## config.mk

```make
export PLATFORM = sky130hd
export DESIGN_NAME = dram_reader_audio
export DESIGN_NICKNAME = d
export VERILOG_FILES = /design/src/rtl/audio_reader_pkg.sv /design/src/rtl/chunk_fifo.sv /design/src/rtl/instrument_router.sv /design/src/rtl/chunk_unstacker.sv /design/src/rtl/sample_period_timer.sv /design/src/rtl/sample_mixer.sv /design/src/rtl/dram_reader_audio.sv
export SDC_FILE = /design/constraint.sdc
export NUM_CORES = 2
export LEC_CHECK = 0
export BUFFER_PORTS_ARGS = -buffer_cell sky130_fd_sc_hd__buf_2
export CORE_ASPECT_RATIO = 0.75
export CORE_MARGIN = 5
export CORE_UTILIZATION = 45
export DETAILED_ROUTE_END_ITERATION = 10
export PLACE_DENSITY = 0.62
export SLEW_MARGIN = 25
export SYNTH_ARGS = -nofsm -noshare
export SYNTH_HDL_FRONTEND = slang
export SYNTH_HIERARCHICAL = 1
export SYNTH_SLANG_ARGS = --single-unit
```

## constraint.sdc

```tcl
create_clock -name clk -period 21 [get_ports clk]
set_clock_uncertainty 0.1 [all_clocks]
set_input_delay 1.05 -clock clk [delete_from_list [all_inputs] [get_ports clk]]
set_output_delay 1.05 -clock clk [all_outputs]
set_load 0.05 [all_outputs]
```

## src/rtl/audio_reader_pkg.sv

```systemverilog
package audio_reader_pkg;

    // Chunk layout from the memory read path
    localparam int CHUNK_W           = 152;
    localparam int ADDR_W            = 24;    // Top bits of the chunk
    localparam int SAMPLE_W          = 16;
    localparam int SAMPLES_PER_CHUNK = 8;     // Sample 0 in the low bits

    // Width of the sample period input
    localparam int PERIOD_W = 14;

    typedef logic [CHUNK_W-1:0] chunk_t;

    typedef logic signed [SAMPLE_W-1:0] sample_t;

    typedef enum logic {
        UNSTACK_EMPTY,    // Waiting for a chunk
        UNSTACK_EMIT      // Handing out samples
    } unstack_state_t;

endpackage

```

## src/rtl/chunk_fifo.sv

```systemverilog
`timescale 1ns/1ps

module chunk_fifo
    #(
        parameter int FIFO_DEPTH = 16
    )
    (
        input  wire                      clk,
        input  wire                      rst_n,

        input  wire                      in_valid,
        output logic                     in_ready,
        input  wire audio_reader_pkg::chunk_t in_data,

        output logic                     out_valid,
        input  wire                      out_ready,
        output audio_reader_pkg::chunk_t out_data
    );

    import audio_reader_pkg::*;

    localparam int PTR_W = (FIFO_DEPTH > 1) ? $clog2(FIFO_DEPTH) : 1;
    localparam int CNT_W = $clog2(FIFO_DEPTH + 1);
    localparam logic [PTR_W-1:0] LAST_PTR = PTR_W'(FIFO_DEPTH - 1);
    localparam logic [CNT_W-1:0] FULL_CNT = CNT_W'(FIFO_DEPTH);

    chunk_t           mem [FIFO_DEPTH];
    logic [PTR_W-1:0] wr_ptr;
    logic [PTR_W-1:0] rd_ptr;
    logic [CNT_W-1:0] count;
    logic             push;
    logic             pop;

    assign in_ready  = (count != FULL_CNT);
    assign out_valid = (count != '0);
    assign push      = in_valid && in_ready;
    assign pop       = out_valid && out_ready;
    assign out_data  = mem[rd_ptr];    // Head of queue, shown as soon as count is nonzero

    always_ff @(posedge clk) begin
        if (push) mem[wr_ptr] <= in_data;
    end

    always_ff @(posedge clk or negedge rst_n) begin
        if (!rst_n) begin
            wr_ptr <= '0;
            rd_ptr <= '0;
            count  <= '0;
        end else begin
            if (push) wr_ptr <= (wr_ptr == LAST_PTR) ? '0 : wr_ptr + 1'b1;
            if (pop)  rd_ptr <= (rd_ptr == LAST_PTR) ? '0 : rd_ptr + 1'b1;
            case ({push, pop})
                2'b10:   count <= count + 1'b1;
                2'b01:   count <= count - 1'b1;
                default: count <= count;    // Idle, or read and write together
            endcase
        end
    end

endmodule

```

## src/rtl/instrument_router.sv

```systemverilog
`timescale 1ns/1ps

module instrument_router
    #(
        parameter int INSTRUMENT_COUNT = 2
    )
    (
        input  wire                               head_valid,
        input  wire [audio_reader_pkg::ADDR_W-1:0] head_addr,
        output logic                              head_ready,

        input  wire [audio_reader_pkg::ADDR_W-1:0] addr_offsets [INSTRUMENT_COUNT:0],
        input  wire                               addr_offsets_valid,

        output logic [INSTRUMENT_COUNT-1:0]       route_valid,
        input  wire  [INSTRUMENT_COUNT-1:0]       unstack_ready
    );

    logic [INSTRUMENT_COUNT-1:0] match;
    logic                        any_match;

    // Window i covers offset i up to, not including, offset i+1
    always_comb begin
        for (int i = 0; i < INSTRUMENT_COUNT; i++) begin
            match[i] = addr_offsets_valid &&
                       (head_addr >= addr_offsets[i]) &&
                       (head_addr < addr_offsets[i+1]);
        end
    end

    assign any_match   = |match;
    assign route_valid = match & {INSTRUMENT_COUNT{head_valid}};

    // Unmatched chunks are popped and dropped
    assign head_ready = any_match ? |(match & unstack_ready) : 1'b1;

endmodule

```

## src/rtl/chunk_unstacker.sv

```systemverilog
`timescale 1ns/1ps

module chunk_unstacker
    (
        input  wire  clk,
        input  wire  rst_n,

        input  wire  chunk_valid,
        output logic chunk_ready,
        input  wire  [audio_reader_pkg::SAMPLES_PER_CHUNK*audio_reader_pkg::SAMPLE_W-1:0]
                     chunk_samples,

        output logic samp_valid,
        input  wire  samp_ready,
        output audio_reader_pkg::sample_t samp_data
    );

    import audio_reader_pkg::*;

    localparam int IDX_W = $clog2(SAMPLES_PER_CHUNK);
    localparam logic [IDX_W-1:0] LAST_IDX = IDX_W'(SAMPLES_PER_CHUNK - 1);

    unstack_state_t                            state;
    logic [SAMPLES_PER_CHUNK*SAMPLE_W-1:0]     chunk_q;
    logic [IDX_W-1:0]                          idx;
    logic                                      chunk_accept;
    logic                                      samp_accept;

    assign chunk_ready  = (state == UNSTACK_EMPTY);
    assign samp_valid   = (state == UNSTACK_EMIT);
    assign chunk_accept = chunk_valid && chunk_ready;
    assign samp_accept  = samp_valid && samp_ready;
    assign samp_data    = sample_t'(chunk_q[idx*SAMPLE_W +: SAMPLE_W]);

    always_ff @(posedge clk) begin
        if (chunk_accept) chunk_q <= chunk_samples;
    end

    always_ff @(posedge clk or negedge rst_n) begin
        if (!rst_n) begin
            state <= UNSTACK_EMPTY;
            idx   <= '0;
        end else begin
            case (state)
                UNSTACK_EMPTY: begin
                    if (chunk_accept) begin
                        state <= UNSTACK_EMIT;
                        idx   <= '0;    // Sample 0 goes out first
                    end
                end
                UNSTACK_EMIT: begin
                    if (samp_accept) begin
                        if (idx == LAST_IDX) begin
                            state <= UNSTACK_EMPTY;
                            idx   <= '0;
                        end else begin
                            idx <= idx + 1'b1;
                        end
                    end
                end
                default: state <= UNSTACK_EMPTY;
            endcase
        end
    end

endmodule

```

## src/rtl/sample_period_timer.sv

```systemverilog
`timescale 1ns/1ps

module sample_period_timer
    (
        input  wire                                 clk,
        input  wire                                 rst_n,
        input  wire [audio_reader_pkg::PERIOD_W-1:0] sample_period,
        output logic                                tick
    );

    import audio_reader_pkg::*;

    logic [PERIOD_W-1:0] count;

    // Count runs P down to 1, so a new period only loads at the wrap
    always_ff @(posedge clk or negedge rst_n) begin
        if (!rst_n) begin
            count <= '0;
            tick  <= 1'b0;
        end else begin
            tick <= 1'b0;
            if (count == '0) begin
                count <= sample_period;    // Stays idle while period is zero
            end else if (count == PERIOD_W'(1)) begin
                tick  <= 1'b1;
                count <= sample_period;
            end else begin
                count <= count - 1'b1;
            end
        end
    end

endmodule

```

## src/rtl/sample_mixer.sv

```systemverilog
`timescale 1ns/1ps

module sample_mixer
    #(
        parameter int INSTRUMENT_COUNT = 2
    )
    (
        input  wire                        clk,
        input  wire                        rst_n,
        input  wire                        tick,

        input  wire audio_reader_pkg::sample_t din [INSTRUMENT_COUNT-1:0],
        input  wire  [INSTRUMENT_COUNT-1:0] din_valid,
        output logic [INSTRUMENT_COUNT-1:0] din_ready,

        output audio_reader_pkg::sample_t  dout,
        output logic                       dout_valid
    );

    import audio_reader_pkg::*;

    // Room for the worst case sum of all instruments
    localparam int SUM_W = SAMPLE_W + $clog2(INSTRUMENT_COUNT) + 1;
    localparam logic signed [SUM_W-1:0] SAT_MAX = SUM_W'((1 <<< (SAMPLE_W - 1)) - 1);
    localparam logic signed [SUM_W-1:0] SAT_MIN = SUM_W'(-(1 <<< (SAMPLE_W - 1)));

    logic signed [SUM_W-1:0] sum;
    sample_t                 sum_sat;

    assign din_ready = {INSTRUMENT_COUNT{tick}};    // Every instrument drains on a tick

    always_comb begin
        sum = '0;
        for (int i = 0; i < INSTRUMENT_COUNT; i++) begin
            if (din_valid[i]) sum = sum + din[i];    // Missing data counts as silence
        end
    end

    always_comb begin
        if (sum > SAT_MAX) begin
            sum_sat = sample_t'(SAT_MAX);
        end else if (sum < SAT_MIN) begin
            sum_sat = sample_t'(SAT_MIN);
        end else begin
            sum_sat = sum[SAMPLE_W-1:0];
        end
    end

    always_ff @(posedge clk or negedge rst_n) begin
        if (!rst_n) begin
            dout       <= '0;
            dout_valid <= 1'b0;
        end else begin
            dout_valid <= tick;
            if (tick) dout <= sum_sat;
        end
    end

endmodule

```

## src/rtl/dram_reader_audio.sv

```systemverilog
`timescale 1ns/1ps

module dram_reader_audio
    #(
        parameter int INSTRUMENT_COUNT = 2,
        parameter int FIFO_DEPTH       = 16
    )
    (
        input  wire                                 clk,
        input  wire                                 rst_n,

        input  wire [audio_reader_pkg::PERIOD_W-1:0] sample_period,
        input  wire [audio_reader_pkg::ADDR_W-1:0]   addr_offsets [INSTRUMENT_COUNT:0],
        input  wire                                 addr_offsets_valid,
        output audio_reader_pkg::sample_t           sample,
        output logic                                sample_valid,

        input  wire                                 chunk_valid,
        output logic                                chunk_ready,
        input  wire audio_reader_pkg::chunk_t       chunk_data
    );

    import audio_reader_pkg::*;

    logic                        head_valid;
    logic                        head_ready;
    chunk_t                      head_data;

    logic [INSTRUMENT_COUNT-1:0] route_valid;
    logic [INSTRUMENT_COUNT-1:0] unstack_ready;

    logic [INSTRUMENT_COUNT-1:0] samp_valid;
    logic [INSTRUMENT_COUNT-1:0] samp_ready;
    sample_t                     samp_data [INSTRUMENT_COUNT-1:0];

    logic                        tick;

    chunk_fifo #(
        .FIFO_DEPTH(FIFO_DEPTH)
    ) dram_read_fifo (
        .clk(clk),
        .rst_n(rst_n),
        .in_valid(chunk_valid),
        .in_ready(chunk_ready),
        .in_data(chunk_data),
        .out_valid(head_valid),
        .out_ready(head_ready),
        .out_data(head_data)
    );

    instrument_router #(
        .INSTRUMENT_COUNT(INSTRUMENT_COUNT)
    ) router (
        .head_valid(head_valid),
        .head_addr(head_data[CHUNK_W-1 -: ADDR_W]),    // Address sits above the samples
        .head_ready(head_ready),
        .addr_offsets(addr_offsets),
        .addr_offsets_valid(addr_offsets_valid),
        .route_valid(route_valid),
        .unstack_ready(unstack_ready)
    );

    for (genvar i = 0; i < INSTRUMENT_COUNT; i++) begin : gen_unstack
        chunk_unstacker dram_read_unstacker (
            .clk(clk),
            .rst_n(rst_n),
            .chunk_valid(route_valid[i]),
            .chunk_ready(unstack_ready[i]),
            .chunk_samples(head_data[SAMPLES_PER_CHUNK*SAMPLE_W-1:0]),
            .samp_valid(samp_valid[i]),
            .samp_ready(samp_ready[i]),
            .samp_data(samp_data[i])
        );
    end

    sample_period_timer timer (
        .clk(clk),
        .rst_n(rst_n),
        .sample_period(sample_period),
        .tick(tick)
    );

    sample_mixer #(
        .INSTRUMENT_COUNT(INSTRUMENT_COUNT)
    ) mixer (
        .clk(clk),
        .rst_n(rst_n),
        .tick(tick),
        .din(samp_data),
        .din_valid(samp_valid),
        .din_ready(samp_ready),
        .dout(sample),
        .dout_valid(sample_valid)
    );

endmodule

```

==> out/qor.txt <==
=========================================================================================
Cell taking the most area after synthesis ..................................     edfxtp_1
Register bit count reported by yosys .......................................         2741
Critical path fanouts, max .................................................           65
Post-DP Area ...............................................................   0.1129 mm²
Starting density of the core ...............................................       45.30%
CTS clock-pin slew for the worst setup and hold paths ......................      0.06 ns
Final ANT Viol Nets ........................................................            0
Maximum frequency from static timing analysis ..............................    126.1 MHz
Hold Fails Final Rpt .......................................................            0
Actual slew at the worst max-slew pin ......................................     1.150 ns
Count of cells resized by post-cts repair ..................................            0
Number of antenna violations at the first check in global routing ..........           79
Busiest layer in global routing ............................................         met2
Clk Latency, worst-skew pair ...............................................      0.86 ns
Power per standard cell area ............................................... 135.2 mW/mm²
Critical Path Sink Type ....................................................    flip-flop
Layout Cells excl Fill .....................................................         8854
Deepest clock path buffer count ............................................            4
Via count ..................................................................        53840
Post-CTS Hold Fix Bufs .....................................................            0
Cells after DPL ............................................................         8349
Nets in the synthesized netlist ............................................         5468
Cell types with the largest area share after synthesis ..................... edfxtp_1 75%, mux4_2 9.6%, mux2i_1 4.3%
Normalized max-slew margin .................................................       22.84%
Netlist area before placement ..............................................   0.1081 mm²
Grt met2 use ...............................................................       33.29%
Number of synthesized flops with an enable pin .............................         2688
Startpoint Class ...........................................................    flip-flop
Area fraction of the dominant cell type after synthesis ....................       74.69%
Share of post-route cells with drive strength above 1 ......................       22.47%
Post-DP HPWL ...............................................................    148300 µm
Final critical-path required period ........................................     7.932 ns
Full die area ..............................................................   0.2502 mm²
Detail-routed net length per standard cell .................................     30.85 µm
Cell Int Power .............................................................     11080 µW
Number of global-route vias before repair ..................................        53370
Share of the clock period used by the worst path after layout ..............       37.77%
Most frequently used flop master after synthesis ...........................     edfxtp_1
Number of buffers added by the clock tree synthesis step ...................          273
Aggregate negative setup slack .............................................         0 ns
Port Buf Inserts ...........................................................          259
Outcome .................................................................... complete, no violations
Synthesized instance count .................................................         5124
Register-to-Register Setup Slack ...........................................     13.07 ns
Number of post-CTS setup repair buffers ....................................            0
# DRC ......................................................................            0
Final estimated routing congestion in global placement .....................       0.8512
Number of warnings printed during yosys synthesis ..........................            6
Proportion of power drawn by the clock network .............................        28.4%
Cell Rows ..................................................................          155
Maximum vdd drop ...........................................................  0.0001111 V
Setup repair after global routing missed its margin ........................           no
Routed wire length .........................................................    273100 µm
Crit Path Category ......................................................... flip-flop to flip-flop
TritonCTS Sinks ............................................................         2741
Max-cap viol count .........................................................            0
Clock tree from TritonCTS ..................................................          yes
Boundary pin count .........................................................          260
Portion of the post-synthesis area used by sequential elements .............       75.92%
Width of the chip ..........................................................     575.9 µm
Number of cells traversed by the worst register-to-register path ...........           16
Number of library cell types mapped by synthesis ...........................           81
First-pass GRT wire length .................................................    389300 µm
Sequential power share .....................................................        41.8%
Maximum number of pins on one net before global-route repair ...............          125
Final-stage net count ......................................................         5829
Static power due to leakage ................................................   0.03944 µW
Root buf cell ..............................................................    clkbuf_16
Crit path required time ....................................................     21.38 ns
Global-route track usage on met3 ...........................................       4.638%
Gr ovfl total ..............................................................            0
Final std cell area, no fill ...............................................   0.1214 mm²
Grt met1 use ...............................................................       31.61%
Setup violation total in the final timing report ...........................            0
DIE HEIGHT .................................................................     434.4 µm
Net switching share of the total power .....................................       32.49%
Detailed-router iteration count before antenna repair ......................            5
Proportion of register bits with asynchronous set or reset after synthesis .       1.934%
Violation count after the first detailed-routing iteration .................         6225
Pre-CTS worst setup slack ..................................................     13.07 ns
Ratio of routed vias to standard cells .....................................        6.081
Relative contribution of combinational cells to total power ................        29.9%
Arrival time of data at the critical path endpoint .........................      8.31 ns
All-Layer GR Usage .........................................................       21.50%
Final slew viol count ......................................................            0
CTS H-tree lvls ............................................................            5
Average instance area after synthesis ......................................    21.09 µm²
Worst R2R Start ............................................................ dram_read_fifo/rd_ptr[1]
Core box area ..............................................................   0.2385 mm²
Class of the most critical hold timing path ................................ input pin to asynchronous set/reset pin
End of the worst register-to-register path ................................. gen_unstack[0].dram_read_unstacker/chunk_q[69]
Total net switching power ..................................................      5333 µW
Minimum setup slack in the final design ....................................     13.07 ns
Relative area change from synthesis to final layout ........................       12.33%
Total design power .........................................................     16420 µW
=========================================================================================
## routing by layer
| metal | up-vias | wire length, µm |
|---|---|---|
| li1 | 22340 | - |
| met1 | 28840 | 117300 |
| met2 | 2205 | 126600 |
| met3 | 436 | 23360 |
| met4 | 26 | 5678 |
| met5 | - | 165 |
## state kept, by name, summed over array words and instances (netlist names)
| register | cells |
|---|---|
| dram_read_fifo/mem | 2432 |
| mixer/dout_valid | 1 |
| gen_unstack.dram_read_unstacker/idx | 6 |
| gen_unstack.dram_read_unstacker/samp_valid | 2 |
| dram_read_fifo/count | 5 |
| gen_unstack.dram_read_unstacker/chunk_q | 256 |
| timer/count | 14 |
| dram_read_fifo/wr_ptr | 4 |
| mixer/dout | 16 |
| timer/tick | 1 |
| dram_read_fifo/rd_ptr | 4 |
## cells in the final DEF (no fill, tap or decap), types with 13 or more instances in the layout
cell       count
a21oi_1       54
a22oi_1      152
a31oi_1       19
a32oi_1      153
and2_1        18
buf_12        17
buf_2        258
buf_4         88
clkbuf_1      71
clkbuf_16    281
clkinv_1      47
clkinv_2      38
dfrtp_1       47
diode_2       27
edfxtp_1    2688
ha_1         100
inv_1         83
mux2_2        36
mux2i_1      459
mux4_1        58
mux4_2       462
nand2_1       58
nand3_1       23
nand4_1       15
nor2_1        61
nor2_4        13
o21ai_0       24
o21ai_1      151
xnor2_1       17
## synth_stat cells, drive strengths merged, types with 6 or more instances
cell	number
a21o	10
nor2	74
o21ai	179
and2	19
clkbuf	103
a211oi	10
dfrtp	53
nor4	7
nand3	23
nor2b	8
mux2i	459
and3	6
a31oi	20
buf	176
mux4	520
a22oi	152
a32o	6
edfxtp	2688
a21oi	58
ha	100
mux2	36
xnor2	17
nor3	10
xor2	9
a32oi	153
nand2b	6
nand4	15
o211ai	7
nand2	58
inv	84
## area by class of cell
class	count	area, µm²
Inverter	84	320.3
Tap cell	3140	3929
Clock buffer	359	7395
Multi-Input combinational cell	2020	24310
Timing Repair Buffer	365	2315
Fill cell	18660	117100
Antenna cell	27	67.56
Sequential cell	2741	82060
Clock inverter	118	998.5
## worst max path at each step
stage | slack, ns | startpoint | to
6_report | 13.07 | dram_read_fifo/rd_ptr[1] | gen_unstack[0].dram_read_unstacker/chunk_q[69]
2_1_floorplan | 8.12 | chunk_valid | dram_read_fifo/mem[0][0]
4_1_cts | 13.05 | dram_read_fifo/rd_ptr[0] | gen_unstack[0].dram_read_unstacker/chunk_q[38]
3_5_place_dp | 13.07 | dram_read_fifo/rd_ptr[0] | gen_unstack[0].dram_read_unstacker/chunk_q[38]
5_1_grt | 12.66 | dram_read_fifo/rd_ptr[1] | gen_unstack[1].dram_read_unstacker/chunk_q[32]
3_3_place_gp | 13.15 | dram_read_fifo/rd_ptr[0] | gen_unstack[0].dram_read_unstacker/chunk_q[23]
## power by group through the flow
| stage | Combinational, µW | Sequential, µW | Clock [µW] |
|---|---|---|---|
| floorplan | 3210 | 7000 | 0 |
| global placement | 4830 | 6970 | 0 |
| detailed placement | 4870 | 6990 | 0 |
| CTS | 4890 | 6880 | 4740 |
| global route | 5210 | 6890 | 4980 |
| finish | 4900 | 6860 | 4660 |
## critical path, cell delays in order (launching register included)
cell and delay (ns):
dfrtp_4 1.08, buf_4 0.64, buf_4 0.82, mux2i_1 0.16, a22oi_1 0.25, mux2i_1 0.11, o21ai_1 0.57, ha_1 0.24
nand4_1 0.16, or3_1 0.48, nor2_1 0.21, a2111oi_4 0.11, a211oi_2 0.42, and2_1 0.32, nor2b_4 0.18, buf_4 0.69
buf_4 0.79
## per-stage QoR
| stage | hold slack [ns] | utilization [%] |
|---|---|---|
| finish | 0.1894 | 50.89 |
| global route | 0.2208 | 50.87 |
| CTS | 0.1739 | 50.85 |
| detailed placement | 0.4025 | 47.33 |
| global placement | 0.4029 | 47.32 |
| floorplan | 0.2945 | - |
## logic make-up (layout without fill, tap and decap cells)
family,after synthesis,after routing,synth area share [%]
compound gates,631,631,4.121
xor+xnor,26,26,0.2107
fa+ha+maj,105,105,1.223
buf+inv,363,926,1.726
flops,2741,2741,75.92
mux,1015,1015,15.66
other cells,0,27,0
simple gates,243,243,1.138
(Power assumes the default switching activity.)
